<file path="src/source/exec_consts.svh">
`ifndef EXEC_CONSTS_SVH
`define EXEC_CONSTS_SVH

// Machine word width
`define EXEC_XLEN 32

// Physical register index width
`define EXEC_PREG_BITS 6

// Multiplier pipeline depth, at least 2
`define EXEC_MULT_STAGES 4

`endif
</file>
<file path="src/source/exec_pkg.sv">
`default_nettype none

`include "exec_consts.svh"

package exec_pkg;

    typedef logic [`EXEC_XLEN-1:0] data_t;
    typedef logic [`EXEC_PREG_BITS-1:0] preg_t;

    // Integer operations
    typedef enum logic [3:0] {
        ALU_ADD  = 4'd0,
        ALU_SUB  = 4'd1,
        ALU_AND  = 4'd2,
        ALU_OR   = 4'd3,
        ALU_XOR  = 4'd4,
        ALU_SLL  = 4'd5,
        ALU_SRL  = 4'd6,
        ALU_SRA  = 4'd7,
        ALU_SLT  = 4'd8,
        ALU_SLTU = 4'd9
    } alu_op_e;

    // Branch kinds, BR_NONE for plain ALU work
    typedef enum logic [3:0] {
        BR_NONE = 4'd0,
        BR_JAL  = 4'd1,
        BR_JALR = 4'd2,
        BR_BEQ  = 4'd3,
        BR_BNE  = 4'd4,
        BR_BLT  = 4'd5,
        BR_BGE  = 4'd6,
        BR_BLTU = 4'd7,
        BR_BGEU = 4'd8
    } branch_op_e;

    // RV32M multiply kinds
    typedef enum logic [1:0] {
        MULT_MUL    = 2'd0,
        MULT_MULH   = 2'd1,
        MULT_MULHSU = 2'd2,
        MULT_MULHU  = 2'd3
    } mult_op_e;

    typedef struct packed {
        logic       valid;
        data_t      opa;
        data_t      opb;
        data_t      pc;
        data_t      offset;
        alu_op_e    alu_op;
        branch_op_e branch_op;
        preg_t      dest;
    } alu_packet_t;

    typedef struct packed {
        logic     valid;
        data_t    rs1_value;
        data_t    rs2_value;
        mult_op_e mult_op;
        preg_t    dest;
    } mult_packet_t;

    // One result on the common data bus
    typedef struct packed {
        logic  valid;
        data_t result;
        preg_t dest;
    } cdb_packet_t;

    typedef struct packed {
        logic  valid;
        logic  take;
        data_t target;
    } branch_packet_t;

endpackage

`default_nettype wire

</file>
<file path="src/source/exec_stage.sv">
`timescale 1ns/1ps
`default_nettype none

module exec_stage (
    input  logic                     clock,
    input  logic                     reset,
    input  exec_pkg::alu_packet_t    alu_issue,
    input  exec_pkg::mult_packet_t   mult_issue,
    output exec_pkg::cdb_packet_t    cdb,
    output exec_pkg::branch_packet_t branch_resolve,
    output logic                     mult_free
);

    import exec_pkg::*;

    cdb_packet_t alu_done;
    cdb_packet_t mult_done;
    logic        mult_grant;

    // Single cycle integer and branch unit
    alu_unit u_alu_unit (
        .clock   (clock),
        .reset   (reset),
        .issue   (alu_issue),
        .done    (alu_done),
        .resolve (branch_resolve)
    );

    // Pipelined multiplier, held back by the arbiter
    mult_unit u_mult_unit (
        .clock (clock),
        .reset (reset),
        .issue (mult_issue),
        .grant (mult_grant),
        .done  (mult_done),
        .free  (mult_free)
    );

    cdb_arbiter u_cdb_arbiter (
        .alu_done   (alu_done),
        .mult_done  (mult_done),
        .mult_grant (mult_grant),
        .cdb        (cdb)
    );

endmodule

`default_nettype wire

</file>
<file path="src/source/cdb_arbiter.sv">
`timescale 1ns/1ps
`default_nettype none

module cdb_arbiter (
    input  exec_pkg::cdb_packet_t alu_done,
    input  exec_pkg::cdb_packet_t mult_done,
    output logic                  mult_grant,
    output exec_pkg::cdb_packet_t cdb
);

    // ALU has fixed priority since its latency cannot stretch
    assign mult_grant = mult_done.valid && !alu_done.valid;

    always_comb begin
        if (alu_done.valid) begin
            cdb = alu_done;
        end else begin
            // Multiplier result, or an idle bus when it has none
            cdb = mult_done;
        end
    end

endmodule

`default_nettype wire

</file>
<file path="src/source/mult_unit.sv">
`timescale 1ns/1ps
`default_nettype none

`include "exec_consts.svh"

module mult_unit (
    input  logic                   clock,
    input  logic                   reset,
    input  exec_pkg::mult_packet_t issue,
    input  logic                   grant,
    output exec_pkg::cdb_packet_t  done,
    output logic                   free
);

    import exec_pkg::*;

    localparam int STAGES = `EXEC_MULT_STAGES;
    localparam int PROD_W = 2 * `EXEC_XLEN;
    // Multiplier bits consumed per stage, last chunk zero padded
    localparam int CHUNK  = (PROD_W + STAGES - 1) / STAGES;
    localparam int PAD_W  = STAGES * CHUNK;

    typedef logic [PROD_W-1:0] prod_t;

    typedef struct packed {
        logic             high;
        preg_t            dest;
        prod_t            a_ext;
        logic [PAD_W-1:0] b_ext;
        prod_t            psum;
    } stage_t;

    logic [STAGES-1:0] valid_q;
    stage_t            stage_q [STAGES];
    stage_t            first;
    logic              a_signed;
    logic              b_signed;
    logic              stall;

    // Product of a with one chunk of b, shifted into place
    function automatic prod_t partial(prod_t a, logic [PAD_W-1:0] b, int k);
        prod_t chunk;
        chunk = prod_t'(b[k*CHUNK +: CHUNK]);
        return (a * chunk) << (k * CHUNK);
    endfunction

    function automatic stage_t advance(stage_t s, int k);
        stage_t n;
        n      = s;
        n.psum = s.psum + partial(s.a_ext, s.b_ext, k);
        return n;
    endfunction

    // Operand extension by kind
    always_comb begin
        case (issue.mult_op)
            MULT_MULH:   {a_signed, b_signed} = 2'b11;
            MULT_MULHSU: {a_signed, b_signed} = 2'b10;
            default:     {a_signed, b_signed} = 2'b00;
        endcase
    end

    always_comb begin
        first.high  = issue.mult_op != MULT_MUL;
        first.dest  = issue.dest;
        first.a_ext = {{`EXEC_XLEN{a_signed & issue.rs1_value[`EXEC_XLEN-1]}},
                       issue.rs1_value};
        first.b_ext = PAD_W'({{`EXEC_XLEN{b_signed & issue.rs2_value[`EXEC_XLEN-1]}},
                              issue.rs2_value});
        first.psum  = partial(first.a_ext, first.b_ext, 0);
    end

    // Whole pipeline holds while the tail waits for the bus
    assign stall = valid_q[STAGES-1] && !grant;
    assign free  = !stall;

    always_ff @(posedge clock) begin
        if (reset) begin
            valid_q <= '0;
        end else if (!stall) begin
            valid_q <= {valid_q[STAGES-2:0], issue.valid};
        end
    end

    always_ff @(posedge clock) begin
        if (!stall) begin
            stage_q[0] <= first;
            for (int k = 1; k < STAGES; k++) begin
                stage_q[k] <= advance(stage_q[k-1], k);
            end
        end
    end

    assign done.valid  = valid_q[STAGES-1];
    assign done.dest   = stage_q[STAGES-1].dest;
    assign done.result = stage_q[STAGES-1].high ? stage_q[STAGES-1].psum[PROD_W-1:`EXEC_XLEN]
                                                : stage_q[STAGES-1].psum[`EXEC_XLEN-1:0];

endmodule

`default_nettype wire

</file>
<file path="src/source/alu_unit.sv">
`timescale 1ns/1ps
`default_nettype none

`include "exec_consts.svh"

module alu_unit (
    input  logic                    clock,
    input  logic                    reset,
    input  exec_pkg::alu_packet_t   issue,
    output exec_pkg::cdb_packet_t   done,
    output exec_pkg::branch_packet_t resolve
);

    import exec_pkg::*;

    localparam int SHAMT_W = $clog2(`EXEC_XLEN);

    data_t               alu_result;
    data_t               jalr_sum;
    data_t               target;
    logic                take;
    logic                is_branch;
    logic                is_link;
    logic [SHAMT_W-1:0]  shamt;
    cdb_packet_t         done_next;
    branch_packet_t      resolve_next;

    assign shamt = issue.opb[SHAMT_W-1:0];

    always_comb begin
        case (issue.alu_op)
            ALU_ADD:  alu_result = issue.opa + issue.opb;
            ALU_SUB:  alu_result = issue.opa - issue.opb;
            ALU_AND:  alu_result = issue.opa & issue.opb;
            ALU_OR:   alu_result = issue.opa | issue.opb;
            ALU_XOR:  alu_result = issue.opa ^ issue.opb;
            ALU_SLL:  alu_result = issue.opa << shamt;
            ALU_SRL:  alu_result = issue.opa >> shamt;
            ALU_SRA:  alu_result = data_t'($signed(issue.opa) >>> shamt);
            ALU_SLT:  alu_result = data_t'($signed(issue.opa) < $signed(issue.opb));
            ALU_SLTU: alu_result = data_t'(issue.opa < issue.opb);
            default:  alu_result = issue.opa + issue.opb;
        endcase
    end

    // Branch condition, jumps always taken
    always_comb begin
        case (issue.branch_op)
            BR_JAL, BR_JALR: take = 1'b1;
            BR_BEQ:  take = issue.opa == issue.opb;
            BR_BNE:  take = issue.opa != issue.opb;
            BR_BLT:  take = $signed(issue.opa) < $signed(issue.opb);
            BR_BGE:  take = $signed(issue.opa) >= $signed(issue.opb);
            BR_BLTU: take = issue.opa < issue.opb;
            BR_BGEU: take = issue.opa >= issue.opb;
            default: take = 1'b0;
        endcase
    end

    assign is_branch = issue.branch_op != BR_NONE;
    assign is_link   = (issue.branch_op == BR_JAL) || (issue.branch_op == BR_JALR);

    // JALR target has bit 0 cleared
    assign jalr_sum = issue.opa + issue.offset;
    assign target   = (issue.branch_op == BR_JALR) ? {jalr_sum[`EXEC_XLEN-1:1], 1'b0}
                                                   : issue.pc + issue.offset;

    // Conditional branches write no register
    assign done_next.valid  = issue.valid && (!is_branch || is_link);
    assign done_next.result = is_link ? issue.pc + data_t'(4) : alu_result;
    assign done_next.dest   = issue.dest;

    assign resolve_next.valid  = issue.valid && is_branch;
    assign resolve_next.take   = take;
    assign resolve_next.target = target;

    always_ff @(posedge clock) begin
        done    <= done_next;
        resolve <= resolve_next;
        if (reset) begin
            done.valid    <= 1'b0;
            resolve.valid <= 1'b0;
        end
    end

endmodule

`default_nettype wire

</file>
<file path="config.mk">
export PLATFORM = sky130hd
export DESIGN_NAME = exec_stage
export DESIGN_NICKNAME = d
export VERILOG_FILES = /design/src/source/exec_pkg.sv /design/src/source/exec_stage.sv /design/src/source/cdb_arbiter.sv /design/src/source/mult_unit.sv /design/src/source/alu_unit.sv
export VERILOG_INCLUDE_DIRS = /design/src /design/src/source
export SDC_FILE = /design/constraint.sdc
export NUM_CORES = 2
export LEC_CHECK = 0
export ABC_AREA = 1
export BUFFER_PORTS_ARGS = -buffer_cell sky130_fd_sc_hd__buf_2
export CAP_MARGIN = 25
export CORE_MARGIN = 2
export CORE_UTILIZATION = 50
export CTS_CLUSTER_SIZE = 28
export DETAILED_ROUTE_END_ITERATION = 8
export PLACE_DENSITY = 0.7
export SYNTH_ARGS = -nofsm -noshare
export SYNTH_HDL_FRONTEND = slang
export SYNTH_SLANG_ARGS = --single-unit
export TNS_END_PERCENT = 30
</file>
<file path="constraint.sdc">
create_clock -name clock -period 12 [get_ports clock]
set_input_delay 2.4 -clock clock [delete_from_list [all_inputs] [get_ports clock]]
set_output_delay 2.4 -clock clock [all_outputs]
set_load 0.02 [all_outputs]
</file>
==> results.txt <==
Total grt overflow: 0
CTS tree: built
Fin nets: 12850
IO Port Bufs: 291
Mapped cell area: 82200 um^2
# fillers: 15701
CP startpoint kind: flip-flop
Layout cells sized above 1: 4.76%
Post-layout util: 53.5%
Post-route ant nets: 0
Placer congestion estimate: 1.10
Post-synthesis cell type count: 58
Syn Nets: 12833
GRT Overall Usage: 35.2%
Pins over their slew limit: 0
Synth Warn #: 0
DR pass1 iterations: 9
Antenna violations before repair: 20
Max Clock Skew: 0.0830 ns
Largest net degree at the start of global routing: 163
Type of the tightest min-delay check: flip-flop to flip-flop
Post-DP HPWL: 243 mm
Clk root buf: clkbuf_16
WP data required: 12.37 ns
FF-to-FF setup slack: 3.03 ns
PostCTS Resize Cnt: 0
DIE HEIGHT: 409 um
Worst Setup End Kind: flip-flop
Post-Syn Instances: 10788
Headroom to the max-slew limit: 21.4%
Cts hold-fix bufs: 0
CORE AREA: 163000 um^2
Critical R2R Launch: u_mult_unit.stage_q[0][140]
Run status: completed
Placed insts: 12921
Clk sinks: 447
Hold Slack: 0.366 ns
Hold path depth: 0
DRC violations left: 0
Final setup violation count: 0
FF-to-FF End: u_mult_unit.stage_q[1][58]
Vias in the first global route: 73800
Setup Fix Bufs, Post-CTS: 0
Synth Register Bits: 447
Global-route wire length before repair: 448 mm
Tcrit/Tclk final: 74.8%
Synth-to-Final Area Change: 6.09%
FMAX: 111 MHz
Final std cells w/o fill: 13036
Routed length per instance: 22.7 um
Crit path DAT: 9.34 ns
Final Hold Fails: 0
FP Rows: 148
IO Pins: 292
Most frequent cells in the layout: 2636 x nand2_1, 2477 x inv_1, 1272 x fa_1
Crit path from: u_mult_unit.stage_q[0][140]
Total wire length: 296 mm
Post-layout min period: 8.97 ns
Crit path capture: u_mult_unit.stage_q[1][58]
CTS Buf Count: 54
Mean Syn Cell Area: 7.62 um^2
Clk pin slew, worst setup/hold paths: 0.06 ns
Max-Cap Viols: 0
Clock Latency Late Sink: 0.70 ns
DR vias: 73045
Hold path startpoint: u_mult_unit.stage_q[1][1]
Most common cell after layout, fill and taps aside: nand2_1
WS Path Type: flip-flop to flip-flop
Worst-margin pin slew: 1.18 ns
H-tree depth: 2
Crit path max fanout: 17
Die width: 409 um
Starting DRT DRC Count: 8002
RSZ-0062 raised after global routing: false
Average via count per standard cell: 5.60
Initial Utilization: 50.4%
Fin Setup TNS: 0 ns
Clock buffer depth: 3
Seq/Total Area, Yosys: 15.4%
Logic depth of the worst register-to-register path: 27
Area of the die: 168000 um^2
==> cell type report <==
| class | count | area [um^2] | area share [%] |
|---|---|---|---|
| multi-input cells | 7447 | 58500 | 67.1 |
| flip-flops and latches | 447 | 12700 | 14.5 |
| inverters | 2506 | 9410 | 10.8 |
| well taps | 2175 | 2720 | 3.12 |
| repair buffers | 349 | 2000 | 2.29 |
| clock buffers | 69 | 1470 | 1.68 |
| clock inverters | 30 | 375 | 0.430 |
| diodes | 13 | 32.5 | 0.0373 |
==> cells in the mapped netlist (all sizes together) <==
library cell  number  area share [%]
a211oi            12            0.11
a21boi            21            0.21
a21o              38            0.35
a21oi            529             3.2
a221oi             2           0.021
a31o               1           0.011
a31oi             34            0.26
and2              13           0.099
and3               8           0.061
buf               95            0.62
clkbuf           293             1.3
clkinv             2          0.0091
dfxtp             77             1.9
edfxtp           370              14
fa              1272              31
ha               555             8.4
inv             2504              11
mux2i              1           0.012
nand2           2648              12
nand3            651             4.0
nand3b            19            0.17
nand4            105            0.80
nor2             644             3.0
nor3              88            0.56
nor3b              2           0.018
nor4              30            0.24
o2111ai            8           0.085
o211a              2           0.024
o211ai            41            0.38
o21a              33            0.30
o21ai            341             2.1
o21bai            45            0.41
o221ai             8           0.085
o22ai             10           0.076
o311ai             1           0.011
o31ai              4           0.037
or2                6           0.046
or3                1          0.0076
xnor2             90            0.96
xor2             184             2.0
==> flip-flops by register name, summed over array words and instances, names as in the netlist <==
| signal | flops |
|---|---|
| u_mult_unit.stage_q | 370 |
| u_alu_unit.resolve | 34 |
| u_mult_unit.valid_q | 4 |
| u_alu_unit.done | 39 |
==> stage by stage <==
| stage | setup WS [ns] | cell area, um^2 |
|---|---|---|
| 2_1_floorplan | 1.18 | 82200 |
| 3_3_place_gp | 3.15 | 85200 |
| 3_5_place_dp | 3.17 | 85200 |
| 4_1_cts | 3.12 | 87100 |
| 5_1_grt | 2.71 | 87200 |
| 6_report | 3.03 | 87200 |
==> cell families (layout without fill, tap and decap cells) <==
family,count (synthesis),in the layout,share of synthesized area (%)
and+or+nand+nor,4215,4215,21.2
other,0,13,0
adders and majority gates,1827,1827,39.4
muxes,1,1,0.0122
xor gates and xnor gates,274,274,2.92
buffers and inverters,2894,2954,13.4
AOI/OAI and AO/OA,1130,1130,7.68
DFF,447,447,15.4
==> worst max-delay path, cell delays in order (launching register included) <==
cell      delay [ns]
edfxtp_1        1.08
nand2_1         0.24
fa_1            0.54
fa_1            0.52
fa_1            0.52
inv_1           0.05
fa_1            0.50
fa_1            0.51
inv_1           0.05
fa_1            0.50
inv_1           0.06
ha_1            0.34
a21oi_1         0.40
o21ai_0         0.20
a21oi_1         0.28
nand2_1         0.13
a21oi_1         0.42
o21ai_0         0.24
xor2_1          0.39
ha_1            0.39
nand2_1         0.09
nand2_1         0.10
nor2_1          0.24
a21boi_0        0.27
o21ai_0         0.21
nand2_1         0.10
nand3_1         0.11
xor2_1          0.16
==> per-layer routing <==
metal	up-vias	track usage (%)	wire length, um
met1	35663	47.4	120000
met4	12	16.1	16300
li1	32948	-	-
met2	3680	55.3	132000
met3	742	6.37	27800
met5	-	0	89
==> how the worst min path moves through the flow <==
stage,endpoint,slack [ns]
floorplan,u_mult_unit.stage_q[1][0],0.40
CTS,u_mult_unit.stage_q[2][1],0.38
finish,u_mult_unit.stage_q[2][1],0.37
global placement,u_mult_unit.stage_q[2][6],0.40
detailed placement,u_mult_unit.stage_q[2][17],0.40
global route,u_mult_unit.stage_q[1][2],0.39
Power is left out: the tool's default activity adds up to more than one toggle a clock period on the data nets, which glitch-free logic cannot reach.
